### config.mk
export PLATFORM = sky130hd
export DESIGN_NAME = console_uart
export DESIGN_NICKNAME = d
export VERILOG_FILES = /design/src/source/soc_bus_pkg.sv /design/src/source/console_uart.sv
export SDC_FILE = /design/constraint.sdc
export NUM_CORES = 1
export LEC_CHECK = 0
export BUFFER_PORTS_ARGS = -buffer_cell sky130_fd_sc_hd__buf_2
export CORE_UTILIZATION = 34
export CTS_CLUSTER_SIZE = 12
export DETAILED_ROUTE_END_ITERATION = 10
export PLACE_DENSITY = 0.54
export SYNTH_ARGS = -nofsm -noshare
export SYNTH_HDL_FRONTEND = slang
export SYNTH_SLANG_ARGS = --single-unit
### constraint.sdc
create_clock -name clk -period 2.42 [get_ports clk]
set_clock_uncertainty 0.05 [all_clocks]
set_input_delay 0.242 -clock clk [delete_from_list [all_inputs] [get_ports clk]]
set_output_delay 0.242 -clock clk [all_outputs]
set_load 0.005 [all_outputs]
### src/source/soc_bus_pkg.sv
// ===================================================================
// Peripheral bus shared definitions
// ===================================================================
`default_nettype none

package soc_bus_pkg;

  // Bus widths
  parameter int addr_w = 32;
  parameter int data_w = 64;

  // Access size codes on the 3-bit size field
  parameter logic [2:0] size_byte  = 3'd0;
  parameter logic [2:0] size_half  = 3'd1;
  parameter logic [2:0] size_word  = 3'd2;
  parameter logic [2:0] size_dword = 3'd3;

  // ===================================================================
  // Memory map
  // ===================================================================
  // CLINT, 64 KB window
  parameter logic [addr_w-1:0] clint_base = 32'h0200_0000;
  parameter logic [addr_w-1:0] clint_mask = 32'hFFFF_0000;
  // Console UART, 4 KB window
  parameter logic [addr_w-1:0] uart_base  = 32'h1000_0000;
  parameter logic [addr_w-1:0] uart_mask  = 32'hFFFF_F000;
  // Data RAM, 1 MB window
  parameter logic [addr_w-1:0] dmem_base  = 32'h8000_0000;
  parameter logic [addr_w-1:0] dmem_mask  = 32'hFFF0_0000;

  // CLINT register offsets inside its window
  parameter logic [15:0] clint_msip_off     = 16'h0000;
  parameter logic [15:0] clint_mtimecmp_off = 16'h4000;
  parameter logic [15:0] clint_mtime_off    = 16'hBFF8;

  // UART register offsets, 16550 numbering
  parameter logic [2:0] uart_thr_off = 3'd0;
  parameter logic [2:0] uart_lsr_off = 3'd5;

  // Line status bits
  parameter int lsr_thr_empty_bit = 5;
  parameter int lsr_tx_idle_bit   = 6;

endpackage

`default_nettype wire

### src/source/console_uart.sv
// ===================================================================
// Console UART, transmit side
// ===================================================================
`timescale 1ns/1ps
`default_nettype none

module console_uart #(
  parameter int tx_fifo_depth = 4
) (
  input  logic        clk,
  input  logic        rst_n,
  input  logic        valid,
  input  logic [2:0]  addr,
  input  logic [7:0]  wdata,
  input  logic        we,
  output logic        ready,
  output logic [7:0]  rdata,
  output logic [7:0]  tx_data,
  output logic        tx_valid,
  input  logic        tx_ready
);

  localparam int ptr_w = (tx_fifo_depth > 1) ? $clog2(tx_fifo_depth) : 1;
  localparam int cnt_w = $clog2(tx_fifo_depth + 1);

  logic [7:0]       fifo_mem [tx_fifo_depth];
  logic [ptr_w-1:0] wr_ptr;
  logic [ptr_w-1:0] rd_ptr;
  logic [cnt_w-1:0] count;
  logic             full;
  logic             empty;
  logic             thr_wr;
  logic             push;
  logic             pop;

  assign full   = count == cnt_w'(tx_fifo_depth);
  assign empty  = count == '0;
  assign thr_wr = valid && we && (addr == soc_bus_pkg::uart_thr_off);
  // Push only with space, a pop in the same cycle does not help
  assign push   = thr_wr && !full;
  assign pop    = tx_valid && tx_ready;

  // Reads always complete, THR writes stall on a full FIFO
  assign ready  = valid && !(thr_wr && full);

  always_ff @(posedge clk) begin
    if (push) fifo_mem[wr_ptr] <= wdata;
  end

  always_ff @(posedge clk) begin
    if (!rst_n) begin
      wr_ptr <= '0;
      rd_ptr <= '0;
      count  <= '0;
    end else begin
      if (push) wr_ptr <= (wr_ptr == ptr_w'(tx_fifo_depth - 1)) ? '0 : wr_ptr + 1'b1;
      if (pop)  rd_ptr <= (rd_ptr == ptr_w'(tx_fifo_depth - 1)) ? '0 : rd_ptr + 1'b1;
      case ({push, pop})
        2'b10:   count <= count + 1'b1;
        2'b01:   count <= count - 1'b1;
        default: count <= count;
      endcase
    end
  end

  // FIFO head on the byte port
  assign tx_data  = fifo_mem[rd_ptr];
  assign tx_valid = !empty;

  // LSR, other offsets read zero
  always_comb begin
    rdata = 8'h00;
    if (addr == soc_bus_pkg::uart_lsr_off) begin
      rdata[soc_bus_pkg::lsr_thr_empty_bit] = !full;
      rdata[soc_bus_pkg::lsr_tx_idle_bit]   = empty;
    end
  end

endmodule

`default_nettype wire

-- Word-level counts from Yosys, hierarchy flattened
Memories as Yosys holds them, arrays and structs flattened. A register that Yosys moved wholly into a read port is not among the register bits.
Cells that the tools add are included.
- register bits after elaboration: 7
- RAM bits: 32
- output and inout port bits: 18
- word-level logic and storage cells: 34
- memories kept: 1
- memories (memory ; depth ; width ; read ports ; clocked after memory_dff ; write ports ; line ; source):
    fifo_mem ; 4 ; 8 ; 1 ; 1 ; 1 ; console_uart.sv:26 ; logic [7:0] fifo_mem [tx_fifo_depth];
- add/sub/neg operators: 4
- equality and inequality tests: 6
- multiplexer cells: 8
- reductions and logical operators: 12
- operator list (operator ; number):
    2-to-1 mux 2 bit ; 5
    equality test 2 bit, second input constant ; 3
    equality test 3 bit, second input constant ; 2
    logical AND 1 bit ; 6
    logical NOT 3 bit ; 2
    one-hot mux 3 bit (2 select lines) ; 1
    adder 2 x 1 -> 2 bit, second input constant ; 2
    adder 3 x 1 -> 3 bit, second input constant ; 1
    logical NOT 1 bit ; 3
    subtractor 3 x 1 -> 3 bit, second input constant ; 1
    equality test 2 x 1 -> 1 bit, second input constant ; 1
    2-to-1 mux 1 bit ; 2
    nonzero test 2 bit ; 1

-- Longest topological paths before layout
Gate-level depths: netlist of run 1.
- depth in word-level cells: 5
- depth in mapped cells: 9

-- Worst setup path before layout of run 1
No wires, ideal clock.
- kind: register -> register
- from: register count[2]
- to: register count[2]
- arrival time: 1.937 ns
- required time: 2.300 ns
- path slack: 0.363 ns
- stages on the path, launching flop included: 10
- cells stage by stage: dfxtp_1 nor3b_2 nor4b_4 inv_1 ha_1 inv_1 fa_1 xor2_1 or3_1 a21oi_1
- longest elaborated chain between the ends: 5
- elaborated cells between the ends (all ways): 12
- ends and longest elaborated chain (what ; line ; source):
    start, declared ; console_uart.sv:29 ; logic [cnt_w-1:0] count;
    start signal, assigned ; console_uart.sv:59 ; 2'b10: count <= count + 1'b1;
    start signal, assigned ; console_uart.sv:60 ; 2'b01: count <= count - 1'b1;
    start signal, assigned ; console_uart.sv:61 ; default: count <= count;
    equality test 3 bit / logical NOT 3 bit (equally long branches) ; console_uart.sv:36, console_uart.sv:37 ;
    logical NOT 1 bit (on tied branches) ; console_uart.sv:40, console_uart.sv:68 ;
    logical AND 1 bit (on tied branches) ; console_uart.sv:40, console_uart.sv:41 ;
    equality test 2 x 1 -> 1 bit / equality test 2 bit (equally long branches) ; console_uart.sv:58 ; case ({push, pop})
    one-hot mux 3 bit (2 select lines) / nonzero test 2 bit (equally long branches) ; - ;
Several ways; a longest one is shown, not always the timed one.
A chain may end at the register's enable or synchronous reset.

-- Worst setup path in the final report of run 1
Ends and elaborated chain as after synthesis.

==> results of run 1 <==
[cell usage in the layout (no fill, tap or decap), types with 5 or more instances in the layout]
master / Yosys / layout
mux4_2: 8 / 8
conb_1: 1 / 6
inv_1: 8 / 8
nor2_1: 7 / 7
dfxtp_1: 9 / 9
clkbuf_8: 0 / 6
buf_2: 1 / 27
edfxtp_1: 32 / 32
nand2_1: 5 / 5
ha_1: 6 / 6
[state kept, by name, indices dropped and copies added (netlist names), named ones only]
signal	count
wr_ptr	2
fifo_mem	32
rd_ptr	2
count	3
[power breakdown]
group	total (mW)	internal [mW]	switching [mW]
logic	0.0676	0.0343	0.0333
clock network	0.560	0.335	0.225
registers	0.771	0.762	0.00872
[path summary, 6_finish.rpt]
| path | from | endpoint | depth (start not counted) |
|---|---|---|---|
| worst max-delay path | count[2]$_SDFFE_PN0P_ | count[2]$_SDFFE_PN0P_ | 9 |
| worst min-delay path | wdata[1] | fifo_mem[2][1]$_DFFE_PP_ | 1 |
| worst max register to register | count[2]$_SDFFE_PN0P_ | count[2]$_SDFFE_PN0P_ | 9 |
| worst min register to register | wr_ptr[1]$_SDFFE_PN0P_ | wr_ptr[1]$_SDFFE_PN0P_ | 2 |
[cell type report]
class | instances | area, sq um
Clock buffer | 6 | 82.6
Clock inverter | 2 | 37.5
Fill cell | 462 | 2770
Inverter | 8 | 30.0
Multi-Input combinational cell | 56 | 538
Sequential cell | 41 | 1140
Tap cell | 67 | 83.8
Timing Repair Buffer | 27 | 135
[worst max-delay path: stages (launching register included)]
cell and delay [ns]:
dfxtp_1 0.41, nor3b_4 0.28, nor4b_4 0.10, inv_1 0.07, ha_1 0.17, inv_1 0.06, fa_1 0.38, xor2_1 0.17
or3_1 0.32, a21oi_1 0.15
[synth_stat cells]
master | instances | area share
a21boi_0 | 1 | 0.0043
a21oi_1 | 3 | 0.0086
and2_1 | 4 | 0.014
buf_1 | 1 | 0.0022
buf_2 | 1 | 0.0029
buf_4 | 6 | 0.026
conb_1 | 1 | 0.0022
dfxtp_1 | 9 | 0.10
edfxtp_1 | 32 | 0.55
fa_1 | 1 | 0.012
ha_1 | 6 | 0.043
inv_1 | 8 | 0.017
mux2i_1 | 3 | 0.017
mux4_2 | 8 | 0.10
nand2_1 | 5 | 0.011
nand3b_1 | 1 | 0.0043
nor2_1 | 7 | 0.015
nor3b_2 | 1 | 0.0072
nor4_1 | 1 | 0.0036
nor4b_4 | 1 | 0.014
o21ai_0 | 1 | 0.0029
o31ai_2 | 1 | 0.0072
or3_1 | 3 | 0.011
or3_2 | 1 | 0.0043
xor2_1 | 2 | 0.010
[metal layers]
metal | wire length, um | vias up | share of wire
met5 | 0 | - | 0
met4 | 19 | 0 | 0.0066
met3 | 124 | 2 | 0.043
met2 | 1460 | 26 | 0.51
met1 | 1260 | 461 | 0.44
li1 | - | 446 | -
[timing repair]
action	in CTS	in global routing
endpoints found under the setup margin	0	1
resized for setup	0	1
hold buffers	0	0
[kinds of logic (layout without fill, tap and decap cells)]
| family | count (synthesis) | in the layout |
|---|---|---|
| flip-flops | 41 | 41 |
| AO/OA/AOI/OAI | 6 | 6 |
| other | 1 | 6 |
| multiplexers | 11 | 11 |
| buffers and inverters | 16 | 43 |
| AND/OR/NAND/NOR | 24 | 24 |
| adder cells (fa/ha/maj) | 7 | 7 |
| XOR/XNOR | 2 | 2 |
==> impl_metrics.toml, run 1 <==
[die]
die_area_sq_mm = 0.00540
start_util = 0.361
fp-row-count = 25
core_area_sq_mm = 0.00482
die_h_um = 73.5
fp.dieW_um = 73.5
io_pins = 34

[clock_tree]
clk_latency_ns = 0.28
cts_setup_buffers = 0
cts_made_buffers = 5
cts.htree.levels = 2
cts_root_buf = "clkbuf_8"
clock_sinks = 41
clkTransAtPathRegs_ns = 0.08
cts_tree = "done"
clock_path_buffers = 2

[routing]
drc_errors = 0
first_pass_iters = 4
wl_per_cell_um = 13.8
totalWireLength_um = 2860
drt_iter0_drc = 62
via_per_inst = 4.52
ant_nets = 0
route.vias.total = 935

[grt]
met1_usage = 0.142
grt_pass1_vias = 990
grt_max_degree = 14
grt_util_met2 = 0.208
track_usage = 0.122
antenna_found_initial = 0
grt_pass1_wl_um = 4690
grt_use_met3 = 0.0425
grt_overflow = 0
gr-max-usage-layer = "met2"

[synthesis]
synth_top_family_by_area = "multiplexers"
synth_seq_area_share = 0.657
synthMuxAreaShare = 0.121
synth_compound_area_frac = 0.0230
avgSynthCellArea_sq_um = 16.1
synth_cells = 108
yosysWarnings = 0
netlist-cell-type-count = 25
syn_area_sq_mm = 0.00174
synth_xor_area_frac = 0.0101
synth-seq-cells = 41
synth-simple-area-share = 0.0842
synthAdderAreaFrac = 0.0547

[layout]
final_nets = 162
drive_gt1_frac = 0.336
utilization = 0.425
n_antenna_cell = 0
fin_cells = 207
area_growth_pct = 17.9
final_area_sq_mm = 0.00205

[place]
place.gp.congestion = 0.757
numPortBuffers = 27
pre_cts_slack_ns = 0.153
dpl.hpwl_um = 1990
dp_cells = 199
placed_cell_area_sq_mm = 0.00192

[sta]
relSlewSlack = 0.611
fmax_ghz = 0.448
worst_pin_slew_ns = 0.582
final-setup-viol-count = 0
report.final.hold_viol_count = 0
rsz0062_at_grt = "false"
whs_ns = 0.121
finalCritPeriodShare = 0.923
fin_crit_ns = 2.23
maxSlewViolCount = 0
fin_ws_ns = 0.187
fin_tns_setup_ns = 0

[critical_path]
arrival_ns = 2.40
cp.required_ns = 2.59
worstSetupEndpointType = "flop"
path_class = "reg2reg"
crit_fanout = 7
r2r_slack_ns = 0.19
cp-start-kind = "flop"

[status]
status = "finished clean"

[pwr]
vdd_drop_max_mv = 0.235
p_total_mw = 1.40
powerDensity_mw_per_mm2 = 683
p_leak_nw = 0.739

[min_path]
worst_hold_path_type = "in2reg"

[job]
cap_viol_max_count = 0
(Power assumes the default switching activity.)
==> run 2: changes to the inputs <==
SETUP_SLACK_MARGIN = 0.4   (was unset)
==> run 2 against run 1 <==
- worst hold slack lost 0.0023 ns
- maximum frequency grew 9.1%
- sequential power is essentially flat
- register-to-register slack gained 0.19 ns
- critical path depth is the same
- critical path type unchanged
- clock power shrank 26%
- power shrank 10%
- combinational power grew 13%
- sequential share of layout area shrank 0.80 points
==> impl_metrics.toml, run 2 (same netlist as run 1, synthesis figures left out) <==
[clock_tree]
cts.htree.levels = 2
cts_tree = "done"
clkTransAtPathRegs_ns = 0.07
cts_made_buffers = 5
cts_root_buf = "clkbuf_8"
hold_buffers = 0
clock_sinks = 41
clock_path_buffers = 2
clk_latency_ns = 0.28

[sta]
finalCritPeriodShare = 0.845
rsz0062_at_grt = "true"
fmax_ghz = 0.489
fin_crit_ns = 2.05
report.final.hold_viol_count = 0
fin_tns_setup_ns = 0
maxSlewViolCount = 0
final-setup-viol-count = 0

[layout]
largestRegisters = "fifo_mem: 32 flops, count: 3 flops"
final_cell_mix = "32 x edfxtp_1, 27 x buf_2, 8 x inv_1, 8 x mux4_2, 8 x buf_4"
regMostFlops = "fifo_mem"
utilization = 0.436
final_common_cell = "edfxtp_1"
fill_cells = 471
area_growth_pct = 20.9
drive_gt1_frac = 0.412
final_nets = 170
n_antenna_cell = 0
largest_reg_flops = 32

[critical_path]
arrival_ns = 2.21
cp.required_ns = 2.58
worstSetupEndpointType = "flop"
reg2regPathDepth = 9
crit_fanout = 5
path_class = "reg2reg"
cp-start-kind = "flop"

[pwr]
power.internal_uw = 1000
power.share.clock = 0.329
power_frac_seq = 0.610
vdd_drop_max_mv = 0.179
p_sw_uw = 259
sw_frac_of_total = 0.206
combPwrFrac = 0.061
p_leak_nw = 0.774
powerDensity_mw_per_mm2 = 599

[routing]
drt-met1-wl_um = 1210
routed.top_layer = "met4"
ant_nets = 0
first_pass_iters = 4
via_per_inst = 4.46
totalWireLength_um = 3030
drt_iter0_drc = 53
wl_per_cell_um = 14.1
wl_met3_um = 160
route.vias.total = 959
met2WireLength_um = 1600
drc_errors = 0

[job]
cap_viol_max_count = 0

[grt]
grt_overflow = 0
grt_pass1_wl_um = 4760
antenna_found_initial = 0
track_usage = 0.125
grt_pass1_vias = 961
grt_max_degree = 13

[min_path]
worst_hold_path_type = "in2reg"
holdPathStages = 1

[status]
status = "finished clean"

[die]
io_pins = 34
fp.dieW_um = 73.5
fp-row-count = 25
die_h_um = 73.5
die_area_sq_mm = 0.00540
core_area_sq_mm = 0.00482
start_util = 0.361

[place]
dpl.hpwl_um = 2020
numPortBuffers = 27
place.gp.congestion = 0.714
==> run 2: cell types whose count changed in the layout (fill, tap and decap cells not counted), moves of 2 or more <==
| cell | previous run | this run |
|---|---|---|
| buf_4 | 0 | 8 |
| clkinv_2 | 0 | 2 |
| dfxtp_1 | 9 | 5 |
| dfxtp_4 | 0 | 3 |
==> run 2: final timing paths <==
check / from / end / slack (ns)
worst min register to register: rd_ptr[0]$_SDFFE_PN0P_ / flop / 0.47
worst max-delay path: count[1]$_SDFFE_PN0P_ / count[2]$_SDFFE_PN0P_ / 0.37
worst max register to register: count[1]$_SDFFE_PN0P_ / count[2]$_SDFFE_PN0P_ / 0.37
worst min-delay path: wdata[2] / fifo_mem[0][2]$_DFFE_PP_ / 0.12
==> run 2: repair_timing <==
item	in CTS	in global routing
setup buffers	4	4
resized for setup	8	2
pin swaps	4	3
setup endpoints to repair	9	2
==> run 2: power groups by stage <==
stage,Clock [mW],Sequential (mW),Combinational (mW)
3_5_place_dp,0,0.788,0.0670
2_1_floorplan,0,0.783,0.0459
3_3_place_gp,0,0.787,0.0648
4_1_cts,0.430,0.770,0.0752
6_report,0.415,0.768,0.0766
5_1_grt,0.464,0.769,0.0847
==> run 2: cell type report <==
| class | count | area, sq um | share of cell area |
|---|---|---|---|
| inverters | 8 | 30.0 | 0.0143 |
| repair buffers | 35 | 195 | 0.0929 |
| flip-flops and latches | 41 | 1150 | 0.549 |
| clock buffers | 6 | 72.6 | 0.0345 |
| clock inverters | 2 | 10.0 | 0.00476 |
| well taps | 67 | 83.8 | 0.0399 |
| multi-input cells | 56 | 556 | 0.264 |
==> run 2: metal layers <==
metal | up-vias | global-route usage
li1 | 460 | -
met1 | 463 | 0.132
met2 | 31 | 0.223
met3 | 5 | 0.0439
met4 | 0 | 0.0513
met5 | - | 0
==> run 2: per-stage QoR <==
| stage | hold WS [ns] | cell area, sq um | worst slack, ns | instances | total power [mW] |
|---|---|---|---|---|---|
| floorplan | 0.291 | 1760 | 0.402 | 113 | 0.828 |
| global placement | 0.401 | 1930 | 0.319 | 199 | 0.852 |
| detailed placement | 0.412 | 1930 | 0.207 | 199 | 0.855 |
| CTS | 0.110 | 2060 | 0.358 | 211 | 1.28 |
| global route | 0.111 | 2100 | 0.261 | 215 | 1.32 |
| finish | 0.119 | 2100 | 0.374 | 215 | 1.26 |
==> run 2: worst max-delay path: stages (launching register included) <==
cell and delay (ns):
dfxtp_4 0.37, nor3b_4 0.26, nor4b_4 0.08, inv_1 0.06, ha_2 0.16, inv_1 0.05
fa_2 0.33, xor2_1 0.16, or3_1 0.34, a21oi_2 0.13
==> run 3: changes to the inputs <==
clock period = 1.9 ns   (was 2.42 ns; I/O delays follow)
==> run 3 against run 2 <==
- the run now ends with negative setup slack left
- sequential power is 27% higher
- non-clock buffer count grew 8
- core utilization rose by 3.0 points
- final cell count increased by 3.3%
- clock power up 26%
- critical path depth unchanged
- global-route usage down 0.25 points
- via count up 1.6%
- highest routed layer unchanged
==> impl_metrics.toml, run 3 (same netlist as run 1, synthesis figures left out) <==
[job]
cap_viol_max_count = 0

[layout]
final_common_cell = "edfxtp_1"
fill_cells = 448
largest_reg_flops = 32
final_area_sq_mm = 0.00225
n_antenna_cell = 0
drive_gt1_frac = 0.497
multi_input_area_sq_um = 593
final_cell_mix = "32 x edfxtp_1, 24 x buf_2, 10 x buf_6"
final_nets = 178
fin_cells = 222
area_growth_pct = 29.2
regArea_sq_mm = 0.00115
regMostFlops = "fifo_mem"
largestRegisters = "fifo_mem: 32 flops, count: 3 flops"

[pwr]
p_leak_nw = 0.822
powerDensity_mw_per_mm2 = 727
power.share.clock = 0.320
p_sw_uw = 340
p_total_mw = 1.63
combPwrFrac = 0.081
vdd_drop_max_mv = 0.430
sw_frac_of_total = 0.208
power.internal_mw = 1.29
power_frac_seq = 0.599

[grt]
grt_pass1_wl_um = 4770
grt_pass1_vias = 993
grt_max_degree = 13
grt_overflow = 0
track_usage = 0.122
antenna_found_initial = 0

[routing]
totalWireLength_um = 2900
wl_per_cell_um = 13.1
ant_nets = 0
drc_errors = 0
route.vias.total = 974
first_pass_iters = 4
drt_iter0_drc = 36
via_per_inst = 4.39

[die]
die_h_um = 73.5
fp-row-count = 25
io_pins = 34
start_util = 0.361
die_area_sq_mm = 0.00540
fp.dieW_um = 73.5
core_area_sq_mm = 0.00482

[sta]
report.final.hold_viol_count = 0
final-setup-viol-count = 1
fin_tns_setup_ns = -0.0986
finalCritPeriodShare = 1.05
fmax_ghz = 0.500
fin_crit_ns = 2.00
maxSlewViolCount = 0
fin_ws_ns = -0.0986
rsz0062_at_grt = "true"

[critical_path]
r2r_slack_ns = -0.1
worst_path_largest_cell_delay_ns = 0.34
arrival_ns = 2.16
path_class = "reg2reg"
crit_fanout = 2
cp-start-kind = "flop"
slowest_stage = "dfxtp_2"
worstSetupEndpointType = "flop"
r2r-end = "count[2]$_SDFFE_PN0P_"
r2r_start = "count[1]$_SDFFE_PN0P_"
path_cells = "nor3b_4 > nor4b_4 > inv_1 > ha_4 > inv_2 > fa_2 > xor2_1 > or3_1 > a21oi_2"
reg2regPathDepth = 9
cp.required_ns = 2.07

[status]
failed_checks = "negative setup slack"
status = "finished, violations left"

[clock_tree]
clk_latency_ns = 0.28
clkTransAtPathRegs_ns = 0.07
clock_path_buffers = 2
cts.htree.levels = 2
cts_made_buffers = 5
cts_tree = "done"
hold_buffers = 0
clock_sinks = 41
cts_root_buf = "clkbuf_8"

[place]
numPortBuffers = 27
place.gp.congestion = 0.691
placed_cell_area_sq_mm = 0.00200
dpl.hpwl_um = 1990
dp_cells = 207

[min_path]
worst_hold_path_type = "in2reg"
holdPathStages = 1
min_from = "wdata[0]"
holdPathEnd = "fifo_mem[2][0]$_DFFE_PP_"
==> run 3: area by class of cell <==
cell class	count	area share
clock inverter	2	0.00501
sequential	41	0.510
timing repair buffer	43	0.139
clock buffer	5	0.0306
tap	67	0.0373
inverter	8	0.0134
multi-input combinational	56	0.264
==> run 3: what timing repair did <==
item                                    4_1_cts  5_1_grt
pin swaps                                    12        4
gates resized for setup                      18       10
endpoints found under the setup margin       45       51
buffers inserted                              7        1
==> run 3: per-layer routing <==
| metal | vias to the layer above | share of wire | global-route usage |
|---|---|---|---|
| li1 | 480 | - | - |
| met1 | 464 | 0.42 | 0.139 |
| met2 | 26 | 0.53 | 0.221 |
| met3 | 4 | 0.035 | 0.0329 |
| met4 | 0 | 0.012 | 0.0385 |
| met5 | - | 0 | 0 |
==> run 3: power groups by stage <==
stage	sequential, mW	clock, mW	combinational (mW)
2_1_floorplan	0.997	0	0.0598
3_3_place_gp	0.996	0	0.0993
3_5_place_dp	0.996	0	0.103
4_1_cts	0.976	0.535	0.126
5_1_grt	0.978	0.572	0.147
6_report	0.977	0.523	0.132
==> run 3: how the worst max path moves through the flow <==
stage	start	end	slack, ns	cells after the start
after floorplan	count[1]$_SDFFE_PN0P_	count[2]$_SDFFE_PN0P_	-0.06	9
after global placement	count[1]$_SDFFE_PN0P_	count[2]$_SDFFE_PN0P_	-0.03	9
after detailed placement	count[1]$_SDFFE_PN0P_	count[2]$_SDFFE_PN0P_	-0.10	9
after CTS	count[0]$_SDFFE_PN0P_	count[2]$_SDFFE_PN0P_	-0.10	9
after global routing	count[1]$_SDFFE_PN0P_	count[2]$_SDFFE_PN0P_	-0.19	9
final	count[1]$_SDFFE_PN0P_	count[2]$_SDFFE_PN0P_	-0.1	9
==> run 3: worst max-delay path: cells and delay by family (launching register included) <==
kind / cells / cell delay [ns]
adders and majority gates: 2 / 0.48
AOI/OAI and AO/OA: 1 / 0.12
buffers and inverters: 2 / 0.13
xor gates and xnor gates: 1 / 0.16
DFF: 1 / 0.34
and+or+nand+nor: 3 / 0.66
==> run 3: per-stage QoR <==
step	setup slack, ns	util	hold slack (ns)
detailed placement	-0.102	0.416	0.357
CTS	-0.103	0.456	0.0674
finish	-0.0986	0.466	0.0718
floorplan	-0.0645	-	0.239
global route	-0.186	0.466	0.0680
global placement	-0.0324	0.416	0.351
